--- src/include/astro_consts.svh ---
/*
 * Astrocade input and audio glue constants
 * Loader indices, game codes, switch columns, button bits and PS/2 codes
 */
`ifndef ASTRO_CONSTS_SVH
`define ASTRO_CONSTS_SVH

// ====================
// Loader indices
`define LOAD_IDX_GAME   8'd1
`define LOAD_IDX_DIP    8'd254

// Game codes, anything else is no game
`define GAME_SPACEZAP   8'd3
`define GAME_GORF       8'd4
`define GAME_ROBBY      8'd6

// ====================
// Switch matrix columns strobed by the chip
`define COL_0           8'h01
`define COL_1           8'h02
`define COL_2           8'h04
`define COL_3           8'h08
`define ROW_IDLE        8'hff

// Bit positions in a 6-bit player vector
`define BTN_RIGHT       0
`define BTN_LEFT        1
`define BTN_DOWN        2
`define BTN_UP          3
`define BTN_FIRE1       4
`define BTN_FIRE2       5

// System bits in the 9-bit joystick word
`define JOY_START1      6
`define JOY_START2      7
`define JOY_COIN        8

// ====================
// PS/2 codes, arrows ignore the extended bit
`define KEY_UP          9'b?0111_0101
`define KEY_DOWN        9'b?0111_0010
`define KEY_LEFT        9'b?0110_1011
`define KEY_RIGHT       9'b?0111_0100
`define KEY_FIRE1       9'h014
`define KEY_FIRE2       9'h029
`define KEY_START1      9'h005
`define KEY_START1_ALT  9'h016
`define KEY_START2      9'h006
`define KEY_START2_ALT  9'h01e
`define KEY_COIN        9'h004
`define KEY_COIN_ALT    9'h02e
// Player 2 cluster
`define KEY_P2_UP       9'h02d
`define KEY_P2_DOWN     9'h02b
`define KEY_P2_LEFT     9'h023
`define KEY_P2_RIGHT    9'h034
`define KEY_P2_FIRE1    9'h01c
`define KEY_P2_FIRE2    9'h01b

`endif

--- src/verilog/astro_pkg.sv ---
/*
 * Astrocade glue package
 * Shared type for the loader data byte
 */
package astro_pkg;

	// ====================
	// Loader byte
	//
	// One byte from the loader, read two ways
	// Under the game index it is a game code
	// Under the DIP index it is a bank of eight switches
	//
	// Game view
	//   Whole byte compared against the game codes
	//   Unknown values select no game
	//
	// Switch view
	//   Bit n is switch n of the bank
	//   Switches are read active high straight into the row byte
	typedef union packed {
		// Game code
		logic [7:0] game;
		// Individual switch bits
		logic [7:0] dip;
	} loader_byte_u;

endpackage

--- src/verilog/astro_input_top.sv ---
/*
 * Astrocade input and audio glue
 * Loader config, PS/2 buttons, switch matrix and audio mixer
 */
module astro_input_top (
	input  logic                    clk_sys,
	input  logic                    reset,
	// Loader
	input  logic                    load_wr,
	input  logic [7:0]              load_index,
	input  logic [24:0]             load_addr,
	input  astro_pkg::loader_byte_u load_data,
	// Keyboard and sticks
	input  logic [10:0]             ps2_key,
	input  logic [8:0]              joy0,
	input  logic [8:0]              joy1,
	// From the video/sound chip
	input  logic [7:0]              col_select,
	input  logic                    speech_busy,
	input  logic [7:0]              chip_l,
	input  logic [7:0]              chip_r,
	input  logic [15:0]             sample_l,
	input  logic [15:0]             sample_r,
	// Back to the chip and out
	output logic [7:0]              row_data,
	output logic [15:0]             audio_l,
	output logic [15:0]             audio_r
);

	import astro_pkg::*;

	// Configuration
	loader_byte_u game_id;
	loader_byte_u dip2;
	loader_byte_u dip3;
	// Keyboard buttons
	logic [5:0]   key_p1;
	logic [5:0]   key_p2;
	logic         key_start1;
	logic         key_start2;
	logic         key_coin;

	// ====================
	game_config i_game_config (
		.clk_sys    (clk_sys),
		.reset      (reset),
		.load_wr    (load_wr),
		.load_index (load_index),
		.load_addr  (load_addr),
		.load_data  (load_data),
		.game_id    (game_id),
		.dip2       (dip2),
		.dip3       (dip3)
	);

	ps2_buttons i_ps2_buttons (
		.clk_sys    (clk_sys),
		.reset      (reset),
		.ps2_key    (ps2_key),
		.key_p1     (key_p1),
		.key_p2     (key_p2),
		.key_start1 (key_start1),
		.key_start2 (key_start2),
		.key_coin   (key_coin)
	);

	// Row is combinational back to the chip
	control_matrix i_control_matrix (
		.key_p1      (key_p1),
		.key_p2      (key_p2),
		.key_start1  (key_start1),
		.key_start2  (key_start2),
		.key_coin    (key_coin),
		.joy0        (joy0),
		.joy1        (joy1),
		.game_id     (game_id),
		.dip2        (dip2),
		.dip3        (dip3),
		.speech_busy (speech_busy),
		.col_select  (col_select),
		.row_data    (row_data)
	);

	audio_mix i_audio_mix (
		.clk_sys  (clk_sys),
		.reset    (reset),
		.game_id  (game_id),
		.chip_l   (chip_l),
		.chip_r   (chip_r),
		.sample_l (sample_l),
		.sample_r (sample_r),
		.audio_l  (audio_l),
		.audio_r  (audio_r)
	);

endmodule

--- src/verilog/audio_mix.sv ---
/*
 * Audio mixer
 * Registered per-game mix of chip audio and sample audio
 */
`include "astro_consts.svh"

module audio_mix (
	input  logic                    clk_sys,
	input  logic                    reset,
	input  astro_pkg::loader_byte_u game_id,
	input  logic [7:0]              chip_l,
	input  logic [7:0]              chip_r,
	input  logic [15:0]             sample_l,
	input  logic [15:0]             sample_r,
	output logic [15:0]             audio_l,
	output logic [15:0]             audio_r
);

	// Mix modes from the game code
	logic stereo;
	logic plus_samples;

	assign stereo       = (game_id.game == `GAME_ROBBY);
	assign plus_samples = (game_id.game == `GAME_GORF);

	// Chip scaled by 64 with its top bits as fill
	// Speech sample taken down two bits so it sits under the chip
	function automatic logic [15:0] chip_plus_sample(input logic [7:0] chip,
		input logic [15:0] sample);
		chip_plus_sample = {2'b00, chip, chip[7:2]} + {2'b00, sample[15:2]};
	endfunction

	// ====================
	// Output registers
	always_ff @(posedge clk_sys or posedge reset) begin
		if (reset) begin
			audio_l <= '0;
			audio_r <= '0;
		end else if (plus_samples) begin
			audio_l <= chip_plus_sample(chip_l, sample_l);
			audio_r <= chip_plus_sample(chip_r, sample_r);
		end else if (stereo) begin
			// Two chips, one per side
			audio_l <= {chip_l, chip_l};
			audio_r <= {chip_r, chip_r};
		end else begin
			// Mono, also used with no game
			audio_l <= {chip_l, chip_l};
			audio_r <= {chip_l, chip_l};
		end
	end

endmodule

--- src/verilog/control_matrix.sv ---
/*
 * Switch matrix row builder
 * Merges keyboard and joystick buttons and returns the active-low row
 * byte of the selected game for the strobed column
 */
`include "astro_consts.svh"

module control_matrix (
	input  logic [5:0]              key_p1,
	input  logic [5:0]              key_p2,
	input  logic                    key_start1,
	input  logic                    key_start2,
	input  logic                    key_coin,
	input  logic [8:0]              joy0,
	input  logic [8:0]              joy1,
	input  astro_pkg::loader_byte_u game_id,
	input  astro_pkg::loader_byte_u dip2,
	input  astro_pkg::loader_byte_u dip3,
	input  logic                    speech_busy,
	input  logic [7:0]              col_select,
	output logic [7:0]              row_data
);

	// ====================
	// Merged buttons
	logic [5:0] btn1;
	logic [5:0] btn2;
	logic       start1;
	logic       start2;
	logic       coin;
	// Inverted stick directions, right left down up
	logic [3:0] dirs1;
	logic [3:0] dirs2;
	// Per game rows
	logic [7:0] sz_col0, sz_col1, sz_col2;
	logic [7:0] gf_col0, gf_col1, gf_col2;
	logic [7:0] rr_col0, rr_col1, rr_col2;

	assign btn1   = key_p1 | joy0[5:0];
	assign btn2   = key_p2 | joy1[5:0];
	// System buttons only come from stick 0
	assign start1 = key_start1 | joy0[`JOY_START1];
	assign start2 = key_start2 | joy0[`JOY_START2];
	assign coin   = key_coin | joy0[`JOY_COIN];

	assign dirs1 = ~{btn1[`BTN_RIGHT], btn1[`BTN_LEFT], btn1[`BTN_DOWN], btn1[`BTN_UP]};
	assign dirs2 = ~{btn2[`BTN_RIGHT], btn2[`BTN_LEFT], btn2[`BTN_DOWN], btn2[`BTN_UP]};

	// ====================
	// Space Zap layout
	assign sz_col0 = {2'b11, ~start2, ~start1, dip2.dip[1], 1'b1, ~coin, 1'b1};
	assign sz_col1 = {3'b111, ~btn2[`BTN_FIRE1], dirs2};
	assign sz_col2 = {2'b11, dip2.dip[0], ~btn1[`BTN_FIRE1], dirs1};

	// Gorf layout, speech busy on top of the P1 column
	assign gf_col0 = {dip2.dip[2], dip2.dip[0], ~start2, ~start1, 1'b1, dip2.dip[1], ~coin, 1'b1};
	assign gf_col1 = {3'b001, ~btn2[`BTN_FIRE1], dirs2};
	assign gf_col2 = {speech_busy, 2'b01, ~btn1[`BTN_FIRE1], dirs1};

	// Robby Roto layout, fire one bit higher
	assign rr_col0 = {1'b0, ~start2, ~start1, 1'b1, dip2.dip[1], 1'b1, ~coin, 1'b1};
	assign rr_col1 = {2'b11, ~btn2[`BTN_FIRE1], 1'b1, dirs2};
	assign rr_col2 = {2'b11, ~btn1[`BTN_FIRE1], 1'b1, dirs1};

	// ====================
	// Row select, same cycle as the column
	always_comb begin
		row_data = `ROW_IDLE;
		case (game_id.game)
			`GAME_SPACEZAP: begin
				case (col_select)
					`COL_0:  row_data = sz_col0;
					`COL_1:  row_data = sz_col1;
					`COL_2:  row_data = sz_col2;
					`COL_3:  row_data = dip3.dip;
					default: row_data = `ROW_IDLE;
				endcase
			end
			`GAME_GORF: begin
				case (col_select)
					`COL_0:  row_data = gf_col0;
					`COL_1:  row_data = gf_col1;
					`COL_2:  row_data = gf_col2;
					`COL_3:  row_data = dip3.dip;
					default: row_data = `ROW_IDLE;
				endcase
			end
			`GAME_ROBBY: begin
				case (col_select)
					`COL_0:  row_data = rr_col0;
					`COL_1:  row_data = rr_col1;
					`COL_2:  row_data = rr_col2;
					`COL_3:  row_data = dip3.dip;
					default: row_data = `ROW_IDLE;
				endcase
			end
			// No game, nothing pulled low
			default: row_data = `ROW_IDLE;
		endcase
	end

endmodule

--- src/verilog/game_config.sv ---
/*
 * Game configuration latch
 * Holds the selected game code and the DIP switch banks written by the loader
 */
`include "astro_consts.svh"

module game_config (
	input  logic                    clk_sys,
	input  logic                    reset,
	input  logic                    load_wr,
	input  logic [7:0]              load_index,
	input  logic [24:0]             load_addr,
	input  astro_pkg::loader_byte_u load_data,
	output astro_pkg::loader_byte_u game_id,
	output astro_pkg::loader_byte_u dip2,
	output astro_pkg::loader_byte_u dip3
);

	// ====================
	// Write decode
	logic game_wr;
	logic dip_wr;
	logic dip2_wr;
	logic dip3_wr;

	assign game_wr = load_wr && (load_index == `LOAD_IDX_GAME);
	assign dip_wr  = load_wr && (load_index == `LOAD_IDX_DIP);

	// Bank number is the loader address
	// Only banks 2 and 3 feed the kept games
	assign dip2_wr = dip_wr && (load_addr == 25'd2);
	assign dip3_wr = dip_wr && (load_addr == 25'd3);

	// ====================
	// Holding registers
	always_ff @(posedge clk_sys or posedge reset) begin
		if (reset) begin
			// No game, all switches off
			game_id <= '0;
			dip2    <= '0;
			dip3    <= '0;
		end else begin
			if (game_wr) begin
				game_id.game <= load_data.game;
			end
			// Later writes simply overwrite the bank
			if (dip2_wr) begin
				dip2.dip <= load_data.dip;
			end
			if (dip3_wr) begin
				dip3.dip <= load_data.dip;
			end
		end
	end

endmodule

--- src/verilog/ps2_buttons.sv ---
/*
 * PS/2 key decoder
 * Turns toggle-flagged key events into held player and system buttons
 */
`include "astro_consts.svh"

module ps2_buttons (
	input  logic        clk_sys,
	input  logic        reset,
	input  logic [10:0] ps2_key,
	output logic [5:0]  key_p1,
	output logic [5:0]  key_p2,
	output logic        key_start1,
	output logic        key_start2,
	output logic        key_coin
);

	// Key word fields
	logic       toggle;
	logic       pressed;
	logic [8:0] code;

	// Event detect
	logic toggle_last;
	logic key_event;

	assign toggle  = ps2_key[10];
	assign pressed = ps2_key[9];
	assign code    = ps2_key[8:0];

	// New event whenever the toggle bit moves
	assign key_event = (toggle != toggle_last);

	// ====================
	// Button state
	always_ff @(posedge clk_sys or posedge reset) begin
		if (reset) begin
			toggle_last <= 1'b0;
			key_p1      <= '0;
			key_p2      <= '0;
			key_start1  <= 1'b0;
			key_start2  <= 1'b0;
			key_coin    <= 1'b0;
		end else begin
			toggle_last <= toggle;
			if (key_event) begin
				// Press sets, release clears
				casez (code)
					// Player 1 cluster
					`KEY_UP:      key_p1[`BTN_UP]    <= pressed;
					`KEY_DOWN:    key_p1[`BTN_DOWN]  <= pressed;
					`KEY_LEFT:    key_p1[`BTN_LEFT]  <= pressed;
					`KEY_RIGHT:   key_p1[`BTN_RIGHT] <= pressed;
					`KEY_FIRE1:   key_p1[`BTN_FIRE1] <= pressed;
					`KEY_FIRE2:   key_p1[`BTN_FIRE2] <= pressed;
					// Function keys and arcade-panel keys share a button
					`KEY_START1, `KEY_START1_ALT: key_start1 <= pressed;
					`KEY_START2, `KEY_START2_ALT: key_start2 <= pressed;
					`KEY_COIN, `KEY_COIN_ALT:     key_coin   <= pressed;
					// Player 2 cluster
					`KEY_P2_UP:    key_p2[`BTN_UP]    <= pressed;
					`KEY_P2_DOWN:  key_p2[`BTN_DOWN]  <= pressed;
					`KEY_P2_LEFT:  key_p2[`BTN_LEFT]  <= pressed;
					`KEY_P2_RIGHT: key_p2[`BTN_RIGHT] <= pressed;
					`KEY_P2_FIRE1: key_p2[`BTN_FIRE1] <= pressed;
					`KEY_P2_FIRE2: key_p2[`BTN_FIRE2] <= pressed;
					// Unknown codes leave everything alone
					default: ;
				endcase
			end
		end
	end

endmodule
--- config.mk ---
export PLATFORM = sky130hd
export DESIGN_NAME = astro_input_top
export DESIGN_NICKNAME = d
export VERILOG_FILES = /design/src/verilog/astro_pkg.sv /design/src/verilog/astro_input_top.sv /design/src/verilog/audio_mix.sv /design/src/verilog/control_matrix.sv /design/src/verilog/game_config.sv /design/src/verilog/ps2_buttons.sv
export VERILOG_INCLUDE_DIRS = /design/src /design/src/include
export SDC_FILE = /design/constraint.sdc
export NUM_CORES = 1
export LEC_CHECK = 0
export ABC_AREA = 1
export BUFFER_PORTS_ARGS = -buffer_cell sky130_fd_sc_hd__buf_2
export CAP_MARGIN = 20
export CORE_ASPECT_RATIO = 1.2
export CORE_MARGIN = 4
export CORE_UTILIZATION = 35
export CTS_BUF_LIST = sky130_fd_sc_hd__clkbuf_8
export CTS_CLUSTER_SIZE = 8
export DETAILED_ROUTE_END_ITERATION = 16
export PLACE_DENSITY = 0.63
export SLEW_MARGIN = 20
export SYNTH_ARGS = -nofsm -noshare
export SYNTH_HDL_FRONTEND = slang
export SYNTH_HIERARCHICAL = 1
export SYNTH_SLANG_ARGS = --single-unit
--- constraint.sdc ---
create_clock -name clk_sys -period 1.2 [get_ports clk_sys]
set_input_delay 0.12 -clock clk_sys [delete_from_list [all_inputs] [get_ports clk_sys]]
set_output_delay 0.12 -clock clk_sys [all_outputs]
set_load 0.05 [all_outputs]
==> metrics.cfg, run 1 <==
[floorplanning]
core-area_mm2 = 0.0152
die_x_um = 122
rows = 49
chipHeight_um = 145
dieArea_mm2 = 0.0177
start_util_pct = 36.1
ios = 170

[timing]
fin_ws_ps = -659
setup_tns_ps = -18310
rsz0062_at_grt = true
clock_skew_ps = 6.70
slew_headroom_pct = 37.4
report.final.setup_viol = 47
drv_slew = 0
period_share_pct = 155
fin_crit_ps = 1860
worst_pin_slew_ps = 932
final_hold_viol_count = 0
fmax_mhz = 538

[synth]
avgSynthCellArea_um2 = 6.46
synth_area_mm2 = 0.00548
syn_nets = 1009
synthCells = 849
yosysWarningCount = 6

[detailed_routing]
drt_iter0_drc = 284
wl_per_cell_um = 13.2
first_pass_iters = 5
drt-vias-per-instance = 4.66
drtAntennaViolNets = 0
drt_wl_total_mm = 17.5
drcViolationCount = 0
vias = 6190

[setup_path]
r2r-end = i_audio_mix/audio_l[5]$_DFF_PP0_
r2r_cells = 10
cp_max_fo = 5
reg2reg_slack_ps = -440
worst_setup_path_start_kind = flip-flop
reg2reg_from = i_game_config/game_id[2]$_DFFE_PP0P_
cp.arrival_ps = 1740
critical-path-slowest-cell = dfrtp_1
end_kind = output port
crit_top_cell = nand2_4
critPathMaxStageDelay_ps = 390
cp_data_required_time_ps = 1080
crit_chain = nor2_2 > nand3_2 > nor2_4 > inv_2 > nand2_4 > nand2_4 > inv_4 > buf_4 > nand2_4 > buf_8
worstSetupPathType = flip-flop to output port

[power]
pwr-share-comb_pct = 35.4
power_density_mw_per_mm2 = 803
switching_share_pct = 34.0
p_switching_mw = 2.20
clkPwrFrac_pct = 28.6
seq_power_share_pct = 36.0
p_int_mw = 4.27
ir_drop_v = 0.000566
p_leak_nw = 4.43

[placed_design]
hpwl_mm = 14.3
pre_cts_slack_ps = -365
port_buffers = 160
place_congestion = 0.956
placed_area_mm2 = 0.00732

[layout]
drive_gt1_share_pct = 35.7
antennaDiodeCount = 0
utilization_pct = 53.0
final_nets = 1281
final_area_mm2 = 0.00806
area_growth_pct = 47.0

[clocking]
cts.sinks = 65
cts_max_level = 3
cts_tree = done
clk_root_buffer_cell = clkbuf_8
clockBufferDepth = 2
clk_latency_ps = 340
path_clk_slew_ps = 60
numCtsBuffers = 9

[grt]
gr-usage-met2_pct = 34.4
grt-ovfl-total = 0
grt_max_degree = 33
met3_usage_pct = 4.79
antenna_found_initial = 2
gr-usage-met1_pct = 23.6
top_usage_layer = met2
grt_use_total_pct = 19.7
grt_pass1_vias = 5967
grt_pass1_wl_mm = 28.0

[hold_path]
holdCritPathClass = input port to flip-flop
hold_start = load_data[3]
holdPathEnd = i_game_config/dip3[3]$_DFFE_PP0P_
holdPathStages = 3

[job]
max_cap_violations = 0

[run_status]
status = finished, violations left
violations = setup timing

## per-layer routing
layer	wire (µm)	share of wire [%]
met2	8960	51
met1	7170	41
met4	357	2.0
met5	22	0.13
met3	978	5.6
## placed cells by master (no fill, tap or decap), types with 3 or more instances in the layout
master and instances:
a21oi_1 16, buf_12 7, buf_2 152, buf_4 86
buf_6 16, clkbuf_8 11, dfrtp_1 65, ha_1 26
inv_1 117, inv_2 11, nand2_1 289, nand2_2 17
nand2_4 15, nand3_1 57, nand3_2 15, nand3_4 7
nand3b_1 5, nand4_1 16, nor2_1 92, nor2_2 8
nor2_4 13, nor3_1 5, nor3_4 3, o21ai_1 14
o21ai_2 20, xnor2_1 4, xor2_1 5
## worst max path at each step
stage	startpoint	depth (start not counted)	to	slack (ps)
after floorplan	i_game_config/game_id[1]$_DFFE_PP0P_	7	row_data[0]	-410
after global placement	chip_r[5]	10	i_audio_mix/audio_r[12]$_DFF_PP0_	-370
after detailed placement	i_game_config/game_id[7]$_DFFE_PP0P_	9	row_data[5]	-370
after CTS	i_game_config/game_id[6]$_DFFE_PP0P_	9	row_data[4]	-620
after global routing	i_game_config/game_id[6]$_DFFE_PP0P_	9	row_data[4]	-810
final	i_game_config/game_id[7]$_DFFE_PP0P_	10	row_data[1]	-660
## registers in the layout, summed over array words and instances, names as in the netlist
register	cells
i_audio_mix/audio_l	16
i_audio_mix/audio_r	16
i_game_config/dip3	8
i_game_config/game_id	8
i_ps2_buttons/key_p1	5
i_ps2_buttons/key_p2	5
i_game_config/dip2	3
i_ps2_buttons/key_coin	1
i_ps2_buttons/key_start1	1
i_ps2_buttons/key_start2	1
i_ps2_buttons/toggle_last	1
## worst max-delay path, delay by kind of cell, from the launching register on
kind / cells / cell delay, ps
simple gates: 6 / 610
flops: 1 / 390
buf+inv: 4 / 390
## power by group through the flow
stage | Clock [mW] | Combinational, mW | Sequential (mW)
after floorplan | 0 | 1.02 | 2.56
after global placement | 0 | 2.08 | 2.37
after detailed placement | 0 | 2.10 | 2.37
after CTS | 1.93 | 2.23 | 2.33
after global routing | 2.02 | 2.54 | 2.34
final | 1.85 | 2.29 | 2.33
## area by class of cell
| cell class | count | area [µm²] |
|---|---|---|
| fill | 1542 | 7150 |
| multi-input combinational | 648 | 3680 |
| timing repair buffer | 266 | 1800 |
| sequential | 65 | 1630 |
| inverter | 131 | 502 |
| tap | 204 | 255 |
| clock buffer | 11 | 151 |
| clock inverter | 4 | 43.8 |
## repair_timing
action                     4_1_cts  5_1_grt
gates cloned                     1        0
pin swaps                       28       25
setup buffers                   13        8
hold buffers                     2        0
hold endpoints to repair        66        0
gates resized for setup         67       42
setup endpoints to repair       45       53
## through the flow
stage / power [mW] / std cells / hold WS [ps]
finish: 6.47 / 1329 / 28.5
global route: 6.89 / 1329 / 31.7
CTS: 6.49 / 1322 / 1.44
detailed placement: 4.47 / 1293 / 185
global placement: 4.45 / 1293 / 182
floorplan: 3.58 / 849 / 9.22
Power figures use the tool's default switching activity.
==> run 2: changes to the inputs <==
==> constraint.sdc (replaced) <==
create_clock -name clk_sys -period 1.5 [get_ports clk_sys]
set_input_delay 0.15 -clock clk_sys [delete_from_list [all_inputs] [get_ports clk_sys]]
set_output_delay 0.15 -clock clk_sys [all_outputs]
set_load 0.05 [all_outputs]
==> metrics.cfg, run 2 (same netlist as run 1, synthesis figures left out) <==
[run_status]
status = finished, violations left
violations = setup timing

[setup_path]
worstSetupPathType = flip-flop to output port
end_kind = output port
reg2reg_slack_ps = -220
cp_max_fo = 5
cp.arrival_ps = 1770
cp_data_required_time_ps = 1350
r2r_cells = 10
crit_chain = inv_2 > nand4_1 > nor2_4 > inv_2 > nand2_4 > nand2_4 > inv_4 > nand3_1 > buf_6
r2r-end = i_audio_mix/audio_r[9]$_DFF_PP0_
reg2reg_from = i_game_config/game_id[3]$_DFFE_PP0P_
critical-path-slowest-cell = dfrtp_1
critPathMaxStageDelay_ps = 420
worst_setup_path_start_kind = flip-flop

[placed_design]
dp_cells = 1267
hpwl_mm = 14.0
port_buffers = 160
place_congestion = 0.942

[clocking]
clk_latency_ps = 370
cts.sinks = 65
clk_root_buffer_cell = clkbuf_8
numCtsBuffers = 9
path_clk_slew_ps = 70
cts_max_level = 3
clockBufferDepth = 2
cts_tree = done

[layout]
fillerInstances = 1628
drive_gt1_share_pct = 30.0
utilization_pct = 49.6
antennaDiodeCount = 0
final_common_cell = nand2_1
top_regs = i_audio_mix/audio_l: 16 flops, i_audio_mix/audio_r: 16 flops
mostFrequentLayoutCells = 306 x nand2_1, 152 x buf_2, 120 x inv_1
final_cells = 1303
area_growth_pct = 37.7
final_nets = 1254

[timing]
final_hold_viol_count = 0
worst_pin_slew_ps = 557
fin_ws_ps = -420
fmax_mhz = 521
rsz0062_at_grt = true
period_share_pct = 128
report.final.setup_viol = 40
fin_crit_ps = 1920
clock_skew_ps = 20.4
drv_slew = 0
slew_headroom_pct = 62.8

[detailed_routing]
first_pass_iters = 5
drtAntennaViolNets = 0
vias = 6002
drt-vias-per-instance = 4.61
drt_wl_total_mm = 17.1
wl_per_cell_um = 13.1
drt_iter0_drc = 287
drcViolationCount = 0

[floorplanning]
die_x_um = 122
core-area_mm2 = 0.0152
dieArea_mm2 = 0.0177
rows = 49
ios = 170
start_util_pct = 36.1
chipHeight_um = 145

[hold_path]
holdCritPathClass = input port to flip-flop
holdPathEnd = i_game_config/dip3[7]$_DFFE_PP0P_
holdPathStages = 3
hold_start = load_data[7]

[grt]
grt_use_total_pct = 19.4
grt-ovfl-total = 0
antenna_found_initial = 1
grt_max_degree = 33
grt_pass1_vias = 5937
grt_pass1_wl_mm = 27.7

[power]
power_density_mw_per_mm2 = 684
design_power_total_mw = 5.17
ir_drop_v = 0.000476
p_leak_nw = 4.20

[job]
max_cap_violations = 0

-- run 2: per-stage QoR --
stage / hold slack [ps] / cell area (µm²) / TNS (ps) / setup slack (ps)
2_1_floorplan: 39.2 / 5490 / -441 / -143
3_3_place_gp: 231 / 6970 / -1950 / -132
3_5_place_dp: 225 / 6970 / -2500 / -169
4_1_cts: 24.7 / 7370 / -3520 / -411
5_1_grt: 44.2 / 7550 / -11100 / -512
6_report: 40.3 / 7550 / -7910 / -420
-- run 2: worst max-delay path by stage --
stage,from,slack [ps],to
after global routing,i_game_config/game_id[3]$_DFFE_PP0P_,-510,row_data[5]
after floorplan,i_game_config/game_id[1]$_DFFE_PP0P_,-140,row_data[0]
final,i_game_config/game_id[3]$_DFFE_PP0P_,-420,row_data[2]
after detailed placement,chip_r[2],-170,i_audio_mix/audio_r[6]$_DFF_PP0_
after global placement,chip_r[2],-130,i_audio_mix/audio_r[4]$_DFF_PP0_
after CTS,i_game_config/game_id[7]$_DFFE_PP0P_,-410,row_data[4]
-- run 2: critical path: cells and delay by family, from the launching register on --
family | cells | cell delay, ps
simple gates | 5 | 600
flops | 1 | 420
buf+inv | 4 | 380
-- run 2: area by class of cell --
type / count / area (µm²) / area share, %
clock buffers: 9 / 124 / 1.64
clock inverters: 7 / 86.3 / 1.14
inverters: 131 / 504 / 6.68
multi-input cells: 649 / 3420 / 45.4
flip-flops and latches: 65 / 1630 / 21.5
well taps: 204 / 255 / 3.38
repair buffers: 238 / 1530 / 20.3
-- run 2: what timing repair did --
item | in CTS | in global routing
hold buffers | 2 | 0
endpoints found under the setup margin | 20 | 39
endpoints found under the hold margin | 66 | 0
gates resized for setup | 28 | 43
pin swaps | 9 | 23
buffers inserted | 11 | 5
cloned | 0 | 3
-- run 2: report_power, final --
part           total (mW)  internal [mW]  switching [mW]
Sequential           1.86           1.82          0.0351
Combinational        1.67          0.652            1.01
Clock                1.64          0.920           0.721
-- run 2: layer usage --
metal  vias to the layer above  part of all wire, %  wire length, µm  global-route usage [%]
met3                        21                  5.0              849                    3.43
met4                         2                  1.8              313                    6.44
met2                       149                   52             8970                    34.9
li1                       3147                    -                -                       -
met1                      2683                   41             6980                    22.9
met5                         -                0.070               12                       0
